[config.mk]
export PLATFORM = sky130hd
export DESIGN_NAME = echoTop
export DESIGN_NICKNAME = d
export VERILOG_FILES = /design/src/hdl/uartBusPkg.sv /design/src/hdl/echoPkg.sv /design/src/hdl/uartReader.sv /design/src/hdl/stageFifo.sv /design/src/hdl/echoTransform.sv /design/src/hdl/echoRegs.sv /design/src/hdl/uartWriter.sv /design/src/hdl/echoTop.sv
export SDC_FILE = /design/constraint.sdc
export NUM_CORES = 1
export LEC_CHECK = 0
export BUFFER_PORTS_ARGS = -buffer_cell sky130_fd_sc_hd__buf_2
export CAP_MARGIN = 20
export CORE_MARGIN = 1
export CORE_UTILIZATION = 25
export DETAILED_ROUTE_END_ITERATION = 7
export PLACE_DENSITY = 0.41
export SYNTH_ARGS = -nofsm -noshare
export SYNTH_HDL_FRONTEND = slang
export SYNTH_SLANG_ARGS = --single-unit
[constraint.sdc]
create_clock -name CLK -period 6.1 [get_ports CLK]
set_clock_uncertainty 0.1 [all_clocks]
set_input_delay 0.61 -clock CLK [delete_from_list [all_inputs] [get_ports CLK]]
set_output_delay 0.61 -clock CLK [all_outputs]
set_load 0.01 [all_outputs]
[src/hdl/uartBusPkg.sv]
package uartBusPkg;

	////////////////////////////////////////////////////////////////////////////
	// Strobe timing of the UART chip's parallel bus
	////////////////////////////////////////////////////////////////////////////

	// Cycles rdn stays low, data captured in the last one
	localparam int ReadLowCycles = 2;

	// Cycles wrn stays low with data on the bus
	localparam int WriteLowCycles = 2;

	////////////////////////////////////////////////////////////////////////////
	// Bus types
	////////////////////////////////////////////////////////////////////////////

	// One data byte on the chip bus
	typedef logic [7:0] busByte_t;

	// Status lines driven by the chip
	typedef struct packed {
		// Received byte waiting
		logic dataReady;
		// Transmit buffer empty
		logic tbre;
		// Transmit shift register empty
		logic tsre;
	} chipStatus_t;

endpackage

[src/hdl/echoPkg.sv]
package echoPkg;

	import uartBusPkg::*;

	////////////////////////////////////////////////////////////////////////////
	// Pipeline payloads
	////////////////////////////////////////////////////////////////////////////

	// Received byte tagged with its arrival order
	typedef struct packed {
		busByte_t    data;
		logic [15:0] seq;
	} rxItem_t;

	// Byte ready to go back out
	typedef struct packed {
		busByte_t data;
	} txItem_t;

	// Entries per stage FIFO
	localparam int FifoDepth = 4;

	////////////////////////////////////////////////////////////////////////////
	// Wishbone classic bundles and register map
	////////////////////////////////////////////////////////////////////////////

	typedef struct packed {
		logic       cyc;
		logic       stb;
		logic       we;
		logic [1:0] adr;
		logic [7:0] dat;
	} wbReq_t;

	typedef struct packed {
		logic       ack;
		logic [7:0] dat;
	} wbRsp_t;

	localparam logic [1:0] RegIncr    = 2'd0;
	localparam logic [1:0] RegRxCount = 2'd1;
	localparam logic [1:0] RegTxCount = 2'd2;

	// Increment after reset
	localparam logic [7:0] IncrReset = 8'd1;

endpackage

[src/hdl/uartReader.sv]
`timescale 1ns/10ps

module uartReader import uartBusPkg::*, echoPkg::*; (
	input  logic        CLK,
	input  logic        RST,
	input  chipStatus_t status,
	input  busByte_t    busIn,
	output logic        rdn,
	input  logic        full,
	output logic        push,
	output rxItem_t     item,
	output logic        rxPulse
);

	typedef enum logic [1:0] {
		Idle,
		Strobe,
		Deliver
	} readState_t;

	readState_t  state;
	logic [3:0]  lowCnt;
	logic        lastLow;
	busByte_t    capture;
	logic [15:0] seqNum;

	assign lastLow = (state == Strobe) && (int'(lowCnt) == ReadLowCycles - 1);

	always_ff @(posedge CLK or negedge RST) begin
		if (!RST) begin
			state  <= Idle;
			rdn    <= 1'b1;
			lowCnt <= '0;
			seqNum <= '0;
		end else begin
			case (state)
				Idle: begin
					// Chip keeps dataReady up while we are blocked
					if (status.dataReady && !full) begin
						state  <= Strobe;
						rdn    <= 1'b0;
						lowCnt <= '0;
					end
				end
				Strobe: begin
					if (lastLow) begin
						state <= Deliver;
						rdn   <= 1'b1;
					end else begin
						lowCnt <= lowCnt + 4'd1;
					end
				end
				Deliver: begin
					// rdn high for this cycle before dataReady is looked at again
					state  <= Idle;
					seqNum <= seqNum + 16'd1;
				end
				default: state <= Idle;
			endcase
		end
	end

	// Byte sampled at the end of the last low cycle
	always_ff @(posedge CLK) begin
		if (lastLow) begin
			capture <= busIn;
		end
	end

	assign push    = (state == Deliver);
	assign rxPulse = (state == Deliver);
	assign item    = '{data: capture, seq: seqNum};

endmodule

[src/hdl/stageFifo.sv]
`timescale 1ns/10ps

module stageFifo import echoPkg::*; #(
	parameter type payload_t = logic [7:0]
) (
	input  logic     CLK,
	input  logic     RST,
	input  logic     push,
	input  payload_t din,
	output logic     full,
	input  logic     pop,
	output payload_t dout,
	output logic     empty
);

	payload_t mem [FifoDepth];

	logic [$clog2(FifoDepth)-1:0] wrPtr;
	logic [$clog2(FifoDepth)-1:0] rdPtr;
	logic [$clog2(FifoDepth+1)-1:0] count;
	logic doPush;
	logic doPop;

	assign doPush = push && !full;
	assign doPop  = pop && !empty;

	always_ff @(posedge CLK or negedge RST) begin
		if (!RST) begin
			wrPtr <= '0;
			rdPtr <= '0;
			count <= '0;
		end else begin
			if (doPush) begin
				wrPtr <= (int'(wrPtr) == FifoDepth - 1) ? '0 : wrPtr + 1'b1;
			end
			if (doPop) begin
				rdPtr <= (int'(rdPtr) == FifoDepth - 1) ? '0 : rdPtr + 1'b1;
			end
			case ({doPush, doPop})
				2'b10:   count <= count + 1'b1;
				2'b01:   count <= count - 1'b1;
				default: count <= count;
			endcase
		end
	end

	always_ff @(posedge CLK) begin
		if (doPush) begin
			mem[wrPtr] <= din;
		end
	end

	// Head entry is valid whenever empty is low
	assign dout  = mem[rdPtr];
	assign full  = (int'(count) == FifoDepth);
	assign empty = (count == '0);

endmodule

[src/hdl/echoTransform.sv]
`timescale 1ns/10ps

module echoTransform import uartBusPkg::*, echoPkg::*; (
	input  logic     CLK,
	input  logic     RST,
	input  logic     empty,
	output logic     pop,
	input  rxItem_t  inItem,
	input  logic     full,
	output logic     push,
	output txItem_t  outItem,
	input  busByte_t incr
);

	// One result register between the two FIFOs
	txItem_t holdItem;
	logic    holdValid;

	// Register drains into fifo B whenever it has room
	assign push = holdValid && !full;

	// Refill when the register is free or being emptied this cycle
	assign pop = !empty && (!holdValid || push);

	always_ff @(posedge CLK or negedge RST) begin
		if (!RST) begin
			holdValid <= 1'b0;
		end else if (pop) begin
			holdValid <= 1'b1;
		end else if (push) begin
			holdValid <= 1'b0;
		end
	end

	// Sum wraps at 256, sequence tag ends here
	always_ff @(posedge CLK) begin
		if (pop) begin
			holdItem.data <= inItem.data + incr;
		end
	end

	assign outItem = holdItem;

endmodule

[src/hdl/echoRegs.sv]
`timescale 1ns/10ps

module echoRegs import uartBusPkg::*, echoPkg::*; (
	input  logic     CLK,
	input  logic     RST,
	input  wbReq_t   wbIn,
	output wbRsp_t   wbOut,
	input  logic     rxPulse,
	input  logic     txPulse,
	output busByte_t incr
);

	logic       ack;
	logic       access;
	logic [7:0] rdData;
	logic [7:0] rxCount;
	logic [7:0] txCount;

	// New cycle only when no ack went out last cycle
	assign access = wbIn.cyc && wbIn.stb && !ack;

	always_ff @(posedge CLK or negedge RST) begin
		if (!RST) begin
			ack  <= 1'b0;
			incr <= IncrReset;
		end else begin
			ack <= access;
			// Counter addresses are read only
			if (access && wbIn.we && wbIn.adr == RegIncr) begin
				incr <= wbIn.dat;
			end
		end
	end

	always_ff @(posedge CLK or negedge RST) begin
		if (!RST) begin
			rxCount <= '0;
			txCount <= '0;
		end else begin
			if (rxPulse) rxCount <= rxCount + 8'd1;
			if (txPulse) txCount <= txCount + 8'd1;
		end
	end

	// Read data registered alongside ack
	always_ff @(posedge CLK) begin
		if (access) begin
			case (wbIn.adr)
				RegIncr:    rdData <= incr;
				RegRxCount: rdData <= rxCount;
				RegTxCount: rdData <= txCount;
				default:    rdData <= 8'd0;
			endcase
		end
	end

	assign wbOut = '{ack: ack, dat: rdData};

endmodule

[src/hdl/uartWriter.sv]
`timescale 1ns/10ps

module uartWriter import uartBusPkg::*, echoPkg::*; (
	input  logic        CLK,
	input  logic        RST,
	input  logic        empty,
	output logic        pop,
	input  txItem_t     item,
	input  chipStatus_t status,
	output busByte_t    busOut,
	output logic        busOe,
	output logic        wrn,
	output logic        txPulse
);

	typedef enum logic [1:0] {
		Idle,
		Strobe,
		WaitTbre,
		WaitTsre
	} writeState_t;

	writeState_t state;
	logic [3:0]  lowCnt;
	busByte_t    outByte;

	// Take a byte only when the chip is free
	assign pop = (state == Idle) && !empty;

	always_ff @(posedge CLK or negedge RST) begin
		if (!RST) begin
			state   <= Idle;
			wrn     <= 1'b1;
			busOe   <= 1'b0;
			lowCnt  <= '0;
			txPulse <= 1'b0;
		end else begin
			txPulse <= 1'b0;
			case (state)
				Idle: begin
					if (pop) begin
						state  <= Strobe;
						wrn    <= 1'b0;
						busOe  <= 1'b1;
						lowCnt <= '0;
					end
				end
				Strobe: begin
					if (int'(lowCnt) == WriteLowCycles - 1) begin
						state <= WaitTbre;
						wrn   <= 1'b1;
						busOe <= 1'b0;
					end else begin
						lowCnt <= lowCnt + 4'd1;
					end
				end
				// Buffer first, then shift register
				WaitTbre: if (status.tbre) state <= WaitTsre;
				WaitTsre: begin
					if (status.tsre) begin
						state   <= Idle;
						txPulse <= 1'b1;
					end
				end
				default: state <= Idle;
			endcase
		end
	end

	always_ff @(posedge CLK) begin
		if (pop) begin
			outByte <= item.data;
		end
	end

	assign busOut = outByte;

endmodule

[src/hdl/echoTop.sv]
`timescale 1ns/10ps

module echoTop import uartBusPkg::*, echoPkg::*; (
	input  logic        CLK,
	input  logic        RST,
	input  chipStatus_t status,
	input  busByte_t    busIn,
	output busByte_t    busOut,
	output logic        busOe,
	output logic        rdn,
	output logic        wrn,
	input  wbReq_t      wbIn,
	output wbRsp_t      wbOut
);

	////////////////////////////////////////////////////////////////////////////
	// Links between stages
	////////////////////////////////////////////////////////////////////////////

	// Reader to fifo A to transform
	logic    rxPush, rxFull, rxPop, rxEmpty;
	rxItem_t rxIn, rxHead;

	// Transform to fifo B to writer
	logic    txPush, txFull, txPop, txEmpty;
	txItem_t txIn, txHead;

	busByte_t incr;
	logic     rxPulse, txPulse;

	// The chip has one data bus, so read and write strobes never overlap
	chipStatus_t readStatus;
	logic        writeEmpty;

	// Writer starts only while rdn is high
	assign writeEmpty = txEmpty || !rdn;

	// Reader holds off during a write strobe and when one starts
	assign readStatus = '{
		dataReady: status.dataReady && wrn && !txPop,
		tbre:      status.tbre,
		tsre:      status.tsre
	};

	////////////////////////////////////////////////////////////////////////////
	// Pipeline
	////////////////////////////////////////////////////////////////////////////

	uartReader reader (
		.CLK(CLK), .RST(RST), .status(readStatus), .busIn(busIn), .rdn(rdn),
		.full(rxFull), .push(rxPush), .item(rxIn), .rxPulse(rxPulse)
	);

	stageFifo #(.payload_t(rxItem_t)) rxFifo (
		.CLK(CLK), .RST(RST), .push(rxPush), .din(rxIn), .full(rxFull),
		.pop(rxPop), .dout(rxHead), .empty(rxEmpty)
	);

	echoTransform transform (
		.CLK(CLK), .RST(RST), .empty(rxEmpty), .pop(rxPop), .inItem(rxHead),
		.full(txFull), .push(txPush), .outItem(txIn), .incr(incr)
	);

	stageFifo #(.payload_t(txItem_t)) txFifo (
		.CLK(CLK), .RST(RST), .push(txPush), .din(txIn), .full(txFull),
		.pop(txPop), .dout(txHead), .empty(txEmpty)
	);

	uartWriter writer (
		.CLK(CLK), .RST(RST), .empty(writeEmpty), .pop(txPop), .item(txHead),
		.status(status), .busOut(busOut), .busOe(busOe), .wrn(wrn), .txPulse(txPulse)
	);

	// Host side
	echoRegs regs (
		.CLK(CLK), .RST(RST), .wbIn(wbIn), .wbOut(wbOut),
		.rxPulse(rxPulse), .txPulse(txPulse), .incr(incr)
	);

endmodule

Word level (Yosys, flattened, before mapping)
Memories as Yosys holds them, arrays and structs flattened. A register that Yosys moved wholly into a read port is not among the register bits. Cells that the tools add are included.

Memories: 2. Bits in writable memories: 128. Output and inout port bits: 20. Word-level logic and storage cells: 146. Bits of input ports: 26. Flip-flop bits (word level): 96.

Memory list: rxFifo.mem (depth 4, width 24, read ports 1, clocked after Yosys merged registers in 0, wr ports 1, line stageFifo.sv:16) `payload_t mem [FifoDepth];`; txFifo.mem (depth 4, width 8, read ports 1, clocked after Yosys merged registers in 1, wr ports 1, line stageFifo.sv:16).

Reductions and logical operators: 42. $add $sub $neg: 14. Muxes and demuxes: 38. Equal/unequal tests: 27.

Operator list (number): $pmux W8 S3 (1); $mux W2 (10); $eq A2 B1 Y1 const B (9); $add A16 B1 Y16 const B (1); $add A8 B1 Y8 const B (2); $mux W4 (4); $pmux W4 S2 (2); $logic_and A1 B1 Y1 (15); $mux W1 (14); $eq A2 B2 Y1 const B (6); $pmux W3 S2 (2); $reduce_and A3 Y1 (4); $ne A2 B2 Y1 const B (5); $reduce_bool A2 Y1 (5); $logic_not A1 Y1 (9); $add A2 B1 Y2 const B (4); $add A4 B1 Y4 const B (2); $add A8 B8 Y8 (1); $eq A4 B2 Y1 const B (2); $pmux W2 S4 (1); $add A3 B1 Y3 const B (2); $eq A3 B3 Y1 const B (2); $logic_not A2 Y1 (3); $logic_not A3 Y1 (2); 7 further kinds (13).

Logic depth before layout (Yosys ltp)
Gate-level depths: netlist (run 1).

Depth in word-level cells: 9. Gate-level depth with buffers: 11.

By module
A second synthesis (run 1) with hierarchy kept.

Cells, all modules: 583. Area, all modules: 9833.2 µm².

Modules (own cells, without submodules): stageFifo (rxFifo) (area each 3958.8 µm², cells each 166, times used 1); stageFifo (txFifo) (area each 1636.6 µm², cells each 82, times used 1); echoRegs (area each 1457.6 µm², cells each 109, times used 1); uartReader (area each 1311.3 µm², cells each 100, times used 1); uartWriter (area each 838.3 µm², cells each 69, times used 1); echoTransform (area each 615.6 µm², cells each 55, times used 1); echoTop (area each 15.0 µm², cells each 2, times used 1).

Least setup slack after synthesis (run 1)
Ideal clock, no wire load.

Path type: register to register. Start point: register rxFifo.rdPtr[0]. End point: register transform.holdItem (netlist bit transform.outItem[6]), data pin. Period minus slack after synthesis: 2638 ps. Path buffers: 1. Setup slack: 3462 ps. Cell stages (with the launch flop): 10. Setup time: 135 ps. Arrival time: 2403 ps. Path through: dfrtp_1 -> buf_2 -> mux4_2 -> ha_1 -> inv_1 -> fa_1 -> nor2b_1 -> o31a_1 -> or4b_1 -> nand3_1.

Cells in the longest elaborated chain, start to end: 2.

Ends and longest elaborated chain: start: declaration (line stageFifo.sv:19) `logic [$clog2(FifoDepth)-1:0] rdPtr;`; start signal: assignment (line stageFifo.sv:37) `rdPtr <= (int'(rdPtr) == FifoDepth - 1) ? '0 : rdPtr + 1'b1;`; $mem_v2 Z4 W24; $add A8 B8 Y8 (line echoTransform.sv:38) `holdItem.data <= inItem.data + incr;`; end: declaration (line echoTransform.sv:16) `txItem_t holdItem;`.

Every way passes these cells. A chain may end at the register's enable or synchronous reset.

Worst setup path in the final report (run 1)
Ends and elaborated chain as after synthesis.

==> results.toml, run 1 <==
[clock_network]
clkTransAtPathRegs_ns = 0.06
cts_root_buffer = "clkbuf_16"
postCtsSetupBuffers = 0
htree_levels = 4
cts_tree = "yes"
cts_sinks = 152
cts_resized = 0
ctsHoldBuffers = 0
clk_latency_ns = 0.42
numCtsBuffers = 17
cts_buffer_depth = 2

[routing]
wl_per_cell_um = 14.4
ant_nets = 0
num_vias = 3510
first_pass_iters = 4
drc_errors = 0
via_per_inst = 4.16
drt_iter0_markers = 178
routed_wl_mm = 12.1

[synthesis]
yosysTopAreaCellShare_pct = 43.8
yosys.area.top_type = "edfxtp_1"
ys_types = 52
synthTopCellsByArea = "edfxtp_1, dfrtp_1, ha_1"
avgSynthCellArea_um2 = 14.9
synth_edf_count = 96
yosysSeqAreaShare_pct = 65.1
synth_nets = 499
ys.flop_type = "edfxtp_1"
netlist_instances = 441
syn_area_mm2 = 0.00659
synth.ff_latch_count = 152
synthArstFlopShare_pct = 36.8
yosys_warnings = 0

[timing]
period_share_pct = 47.7
setup_violations = 0
fmax_ghz = 0.343
slew_headroom_pct = 38.2
slew_viol_final = 0
finalCriticalPeriod_ns = 2.91
fin_tns_setup_ns = 0
hold_violations = 0
rsz0062_at_grt = "no"
whs_ns = 0.265
worst_slew_pin_slew_ns = 0.926

[placement]
dp_hpwl_mm = 8.69
io_buffers = 45
gp_congestion = 0.785

[critical_path]
crit_fanout = 11
startpoint_type = "flop"
crit_start = "rxFifo.rdPtr[0]"
worstSetupPathType = "reg2reg"
worstPathRequired_ns = 6.28
reg2regPathDepth = 8
timing.rr.start = "rxFifo.rdPtr[0]"
crit_arrival_ns = 3.09
end_kind = "flop"

[global_route]
grtUsageMet2_pct = 15.8
top_usage_layer = "met2"
grt.total_usage_pct = 9.86
gr-total-overflow = 0
grt_max_degree = 57
first_global_vias = 3704
use_met1_pct = 12.5
grt_first_pass_wirelength_mm = 19.6
antenna_found_initial = 0
met3_usage_pct = 2.78

[layout]
drive_gt1_share_pct = 22.2
diodes = 0
mostFrequentLayoutCell = "edfxtp_1"
seqCellArea_mm2 = 0.00429
multiInputGateArea_mm2 = 0.00214
num-fill-cells = 2609
nNetsFinal = 553
syn_to_final_growth_pct = 18.1
layout_common_cells = "edfxtp_1, dfrtp_1, buf_2, nand2_1, ha_1"

[power_and_ir_drop]
powerDensity_mw_per_mm2 = 496
power.leakage_nw = 3.09
ir_drop_uv = 183

[floorplan]
start_util_pct = 25.4
core_region_area_mm2 = 0.0260
num_io_pins = 46
die-height_um = 164
std_cell_rows = 59
dieWidth_um = 164
die_area_mm2 = 0.0270

[min_path]
hold_path_class = "in2async"

[run_status]
outcome = "complete, no violations"

[run]
drv_cap = 0
where the power goes:
group          switching, mW  internal [mW]  total [mW]
Clock                  0.398          0.622        1.02
Combinational          0.559          0.522        1.08
Sequential             0.260           1.50        1.76
worst max-delay path: stages (launching register included):
cell and delay [ns]:
dfrtp_1 0.72, mux4_2 0.58, ha_1 0.22, inv_1 0.07, fa_1 0.20, nor2b_1 0.06, o31a_1 0.26, or4b_1 0.47
nand3_1 0.09
logic make-up after synthesis:
group | synth area share (%)
xor gates and xnor gates | 3.59
DFF | 65.1
adders and majority gates | 6.42
and+or+nand+nor | 7.82
buffers and inverters | 2.43
AOI/OAI and AO/OA | 5.30
muxes | 9.36
Yosys cell counts, drive strengths merged (5+ instances only):
library cell	n
a21oi	9
and2	7
and3	7
buf	7
clkbuf	6
dfrtp	53
edfxtp	96
ha	29
inv	27
mux2	13
mux2i	11
mux4	16
nand2	29
nand3	11
nor2	15
nor2b	6
nor3	5
o21ai	20
xnor2	15
xor2	12
state kept, by name (all words and copies together), names as in the netlist, 3 cells and up:
signal / count
rxFifo.mem: 32
txFifo.mem: 32
reader.capture: 8
regs.incr: 8
regs.rdData: 8
regs.rxCount: 8
regs.txCount: 8
transform.outItem: 8
writer.busOut: 8
reader.lowCnt: 4
writer.lowCnt: 4
rxFifo.count: 3
txFifo.count: 3
per-layer routing:
metal	vias to the layer above	wire length [um]
met1	1723	5830
li1	1728	-
met5	-	0
met3	9	426
met4	0	142
met2	50	5710
cell type report:
class	instances	share of cell area [%]
Timing Repair Buffer	48	3.18
Clock buffer	23	6.43
Clock inverter	9	1.09
Tap cell	335	5.39
Inverter	27	1.30
Sequential cell	152	55.1
Multi-Input combinational cell	249	27.5
final timing paths:
path	endpoint	slack, ns
setup / recovery	transform.outItem[6]	3.19
hold / removal	regs.txCount[0]	0.27
setup reg to reg	transform.outItem[6]	3.19
hold reg to reg	regs.txCount[7]	0.38
max in group asynchronous	txFifo.rdPtr[0]	5.10
min in group CLK	reader.capture[2]	0.27
metrics by stage:
stage	setup slack, ns	area [um^2]	power, mW	std cells	utilization [%]
6_report	3.19	7780	3.86	843	29.9
2_1_floorplan	3.46	6590	2.56	441	-
3_3_place_gp	3.19	7200	2.85	811	27.7
4_1_cts	3.13	7780	3.94	843	29.9
5_1_grt	3.01	7780	4.14	843	29.9
3_5_place_dp	3.15	7200	2.90	811	27.7
(Power assumes the default switching activity.)
==> run 2, diff against run 1 <==
PLACE_DENSITY = 0.42   (was 0.41)
clock period = 2.4 ns   (was 6.1 ns; I/O delays follow)
==> run 2 against run 1 <==
Net effect: the flow now finishes with violations (setup timing); flip-flop and latch count unchanged; critical endpoint unchanged; largest power group unchanged; non-clock buffer count up 42; sequential share of layout area down 3.0 points; cell area up 5.8%; setup slack worse by 3.3 ns; core utilization up 1.7 points; combinational power rose to 3.0 times the previous value; first-iteration DRC count up 2.2%; total power rose to 2.7 times the previous value; critical path depth unchanged.
==> results.toml, run 2 (synthesis gave the netlist of run 1 again) <==
[layout]
syn_to_final_growth_pct = 25.0
seqCellArea_mm2 = 0.00429
finalNonFillerCells = 885
final_core_util_pct = 31.7
mostFrequentLayoutCell = "edfxtp_1"
multiInputGateArea_mm2 = 0.00222
num-fill-cells = 2573
reg.largest.list = "rxFifo.mem: 32 flops, txFifo.mem: 32 flops"
drive_gt1_share_pct = 28.5
layout_common_cells = "edfxtp_1, dfrtp_1, buf_2, nand2_1"
diodes = 0
nNetsFinal = 595

[clock_network]
htree_levels = 4
numCtsBuffers = 17
cts_buffer_depth = 2
cts_tree = "yes"
cts_sinks = 152
cts_root_buffer = "clkbuf_16"
clk_latency_ns = 0.42
clkTransAtPathRegs_ns = 0.06

[routing]
routed_wl_mm = 12.5
via_per_inst = 4.22
ant_nets = 0
wl_per_cell_um = 14.2
first_pass_iters = 4
drc_errors = 0
num_vias = 3736
drt_iter0_markers = 182

[placement]
place_ws_ns = -0.221
io_buffers = 45
dp_hpwl_mm = 8.93
dp_cells = 831
gp_congestion = 0.693

[run_status]
outcome = "finished with violations"
violations = "setup timing"

[timing]
slew_viol_final = 0
slew_headroom_pct = 50.8
hold_violations = 0
finalCriticalPeriod_ns = 2.50
fin_ws_ns = -0.105
worst_slew_pin_slew_ns = 0.738
period_share_pct = 104
fmax_ghz = 0.399
setup_violations = 3
rsz0062_at_grt = "yes"

[floorplan]
num_io_pins = 46
core_region_area_mm2 = 0.0260
start_util_pct = 25.4
die-height_um = 164
std_cell_rows = 59
dieWidth_um = 164
die_area_mm2 = 0.0270

[power_and_ir_drop]
switching_share_pct = 32.1
ir_drop_uv = 389
powerDensity_mw_per_mm2 = 1250
clockPowerShare_pct = 25.3
p_int_mw = 6.96
pwr-share-seq_pct = 43.2
finalPower_mw = 10.3
combPwrFrac_pct = 31.5
power.leakage_nw = 3.29
switching_power_mw = 3.30

[global_route]
top_usage_layer = "met2"
antenna_found_initial = 0
met3_usage_pct = 2.73
grt_first_pass_wirelength_mm = 20.1
grtUsageMet2_pct = 16.5
gr-total-overflow = 0
use_met1_pct = 12.7
grt_max_degree = 31
grt.total_usage_pct = 10.1
first_global_vias = 3750

[critical_path]
crit_fanout = 5
crit_arrival_ns = 2.69
startpoint_type = "flop"
worstPathRequired_ns = 2.58
reg2regPathDepth = 8
end_kind = "flop"
worstSetupPathType = "reg2reg"
reg2reg_slack_ns = -0.10

[min_path]
hold_path_class = "in2reg"
hold_path_depth = 2

[run]
drv_cap = 0
[run 2: changes by cell type in the layout (fill, tap and decap cells not counted), sizes merged]
cell / change
buf: +25
clkbuf: -5
clkinvlp: +1
clkinv: +2
dlygate4sd3: +17
inv: +2
[run 2: final timing paths]
path / startpoint / to
worst min-delay path: status[0] / writer.txPulse
worst max register to register: rxFifo.rdPtr[0] / transform.outItem[6]
min in group asynchronous: RST / regs.incr[1]
worst min register to register: regs.rxCount[7] / regs.rxCount[7]
worst max-delay path: rxFifo.rdPtr[0] / transform.outItem[6]
max in group asynchronous: RST / writer.wrn
[run 2: per-stage QoR]
stage          TNS (ns)  area [um^2]  hold WS, ns
2_1_floorplan    -0.113         6610       -0.156
3_3_place_gp     -0.281         7370        0.233
3_5_place_dp     -0.434         7370        0.246
4_1_cts          -0.190         8140       0.0646
5_1_grt          -0.475         8240       0.0519
6_report         -0.158         8240       0.0590
[run 2: layout make-up]
class,count,share of cell area [%]
Tap cell,335,5.09
Multi-Input combinational cell,249,27.0
Sequential cell,152,52.1
Clock inverter,14,1.72
Clock buffer,18,5.33
Timing Repair Buffer,90,7.55
Inverter,27,1.23
[run 2: layer usage]
layer | wire length, um | share of wire (%)
met3 | 278 | 2.2
met5 | 0 | 0
met2 | 6210 | 50
met4 | 161 | 1.3
met1 | 5880 | 47
[run 2: worst max-delay path, stage by stage (launching register included)]
cell,delay (ns)
dfrtp_2,0.41
mux4_2,0.52
ha_2,0.19
inv_1,0.06
fa_2,0.19
nor2b_1,0.05
o31a_1,0.26
or4b_1,0.48
nand3_1,0.10
[run 2: power groups by stage]
stage / combinational (mW) / clock (mW) / sequential, mW
after detailed placement: 3.06 / 0 / 4.51
after floorplan: 2.29 / 0 / 4.25
final: 3.23 / 2.59 / 4.43
after CTS: 3.12 / 2.67 / 4.46
after global routing: 3.68 / 2.78 / 4.55
after global placement: 2.96 / 0 / 4.46
[run 2: what timing repair did]
item,in CTS,in global routing
hold buffers,17,0
hold endpoints to repair,41,0
buffers inserted,1,4
setup endpoints to repair,3,5
pin swaps,0,3
gates resized for setup,2,13
==> run 3, diff against run 2 <==
ABC_AREA = 1   (was unset)
PLACE_DENSITY = 0.41   (was 0.42)
SYNTH_HIERARCHICAL = 1   (was unset)
==> run 3 against run 2 <==
Net effect: the flow now finishes without violations; non-clock buffer count shrank 7; synthesized cell count grew 55%; sequential share of layout area is 2.4 points lower; cell area grew 4.8%; global-route usage is 0.27 points higher; critical path depth grew 1; flip-flop and latch count stayed put; clock-buffer cell count is 2 higher; total power is 6.7% higher; via count up 21%; core utilization fell by 0.88 points.
==> results.toml, run 3 <==
[run_status]
outcome = "complete, no violations"

[timing]
finalCriticalPeriod_ns = 2.20
fin_tns_setup_ns = 0
rsz0062_at_grt = "no"
slew_headroom_pct = 64.1
fmax_ghz = 0.454
worst_slew_pin_slew_ns = 0.537
period_share_pct = 91.7
setup_violations = 0
slew_viol_final = 0
hold_violations = 0

[global_route]
antenna_found_initial = 0
grt_max_degree = 36
gr-total-overflow = 0
first_global_vias = 4426
grt_first_pass_wirelength_mm = 23.0
grt.total_usage_pct = 10.4

[routing]
drc_errors = 0
wl_per_cell_um = 12.2
via_per_inst = 3.91
routed_wl_mm = 14.1
ant_nets = 0
first_pass_iters = 4
num_vias = 4512
drt_iter0_markers = 250

[min_path]
hold_path_class = "in2reg"
whs_endpoint = "regs/incr[3]"
hold_path_depth = 3
min_from = "wbIn[3]"

[floorplan]
dieWidth_um = 171
num_io_pins = 46
core_region_area_mm2 = 0.0280
die_area_mm2 = 0.0293
die-height_um = 171
std_cell_rows = 61
start_util_pct = 25.6

[placement]
gp_congestion = 0.767
io_buffers = 45
dp_hpwl_mm = 10.2
dp_cells = 1104

[clock_network]
clkTransAtPathRegs_ns = 0.06
numCtsBuffers = 17
cts_tree = "yes"
htree_levels = 4
cts_root_buffer = "clkbuf_16"
clk_latency_ns = 0.42
cts_sinks = 152
cts_buffer_depth = 2

[layout]
mostFrequentLayoutCell = "nand2_1"
nNetsFinal = 821
reg.largest.list = "rxFifo/mem: 32 flops, txFifo/mem: 32 flops"
diodes = 0
layout_common_cells = "nand2_1, inv_1, edfxtp_1, dfrtp_1"
drive_gt1_share_pct = 17.7
finalNonFillerCells = 1154
final_core_util_pct = 30.8
syn_to_final_growth_pct = 20.6

[critical_path]
end_kind = "flop"
crit_fanout = 7
worstPathRequired_ns = 2.63
reg2reg_slack_ns = 0.20
worstSetupPathType = "reg2reg"
crit_arrival_ns = 2.44
startpoint_type = "flop"
reg2regPathDepth = 9
rr_endpoint = "txFifo/count[1]"
timing.rr.start = "txFifo/count[2]"

[synthesis]
syn_area_mm2 = 0.00716
avgSynthCellArea_um2 = 10.5
synth_nets = 742
netlist_instances = 684
yosys_warnings = 6

[power_and_ir_drop]
combPwrFrac_pct = 35.0
ir_drop_uv = 357
power.leakage_nw = 3.88
p_int_mw = 7.02
powerDensity_mw_per_mm2 = 1270
pwr-share-seq_pct = 40.9
switching_power_mw = 3.92
clockPowerShare_pct = 24.2
switching_share_pct = 35.8

[run]
drv_cap = 0
==> run 3: worst max-delay path by stage <==
stage,slack (ns),endpoint,from,depth (start not counted)
CTS,0.14,txFifo/count[1],txFifo/count[0],14
floorplan,0.10,txFifo/count[2],writer/state[0],13
finish,0.20,txFifo/count[1],txFifo/count[2],9
global route,0.01,transform/outItem[7],rxFifo/rdPtr[0],11
global placement,0.19,txFifo/count[2],txFifo/count[1],17
detailed placement,0.17,txFifo/count[1],txFifo/count[0],14
==> run 3: critical path, stage by stage (launching register included) <==
cell     delay (ns)
dfrtp_1        0.39
buf_4          0.14
nand3_2        0.11
inv_1          0.10
nor2_1         0.27
nand2_4        0.12
ha_1           0.23
inv_1          0.08
fa_1           0.41
o21ai_0        0.17
==> run 3: routing by layer <==
layer / vias to the layer above / global-route usage, % / wire, um
li1: 2373 / - / -
met1: 2084 / 13.6 / 6980
met2: 44 / 16.8 / 6610
met3: 11 / 2.55 / 372
met4: 0 / 3.26 / 166
met5: - / 0 / 0
==> run 3: timing repair <==
item / in CTS / in global routing
buffers inserted: 0 / 1
gates resized for setup: 0 / 3
setup endpoints to repair: 0 / 2
hold buffers: 16 / 0
endpoints found under the hold margin: 31 / 0
==> run 3: cell type report <==
| class | instances | area, um^2 |
|---|---|---|
| clock inverters | 12 | 124 |
| flip-flops and latches | 152 | 4290 |
| multi-input cells | 396 | 2270 |
| repair buffers | 83 | 596 |
| fillers | 2910 | 19400 |
| inverters | 113 | 424 |
| clock buffers | 20 | 457 |
| well taps | 378 | 473 |
==> run 3: power by group through the flow <==
stage	Combinational, mW	Sequential, mW	Clock [mW]
finish	3.83	4.47	2.64
global route	4.44	4.59	2.83
CTS	3.80	4.56	2.74
detailed placement	3.77	4.60	0
global placement	3.75	4.60	0
floorplan	2.97	4.38	0
==> run 3: through the flow <==
step / hold WS (ns) / instance area (um^2) / power (mW) / worst slack [ns]
finish: 0.00487 / 8630 / 10.9 / 0.199
global route: 0.0267 / 8630 / 11.9 / 0.0112
CTS: 0.00102 / 8600 / 11.1 / 0.140
detailed placement: 0.143 / 7860 / 8.37 / 0.170
global placement: 0.148 / 7860 / 8.34 / 0.191
floorplan: -0.156 / 7160 / 7.34 / 0.102
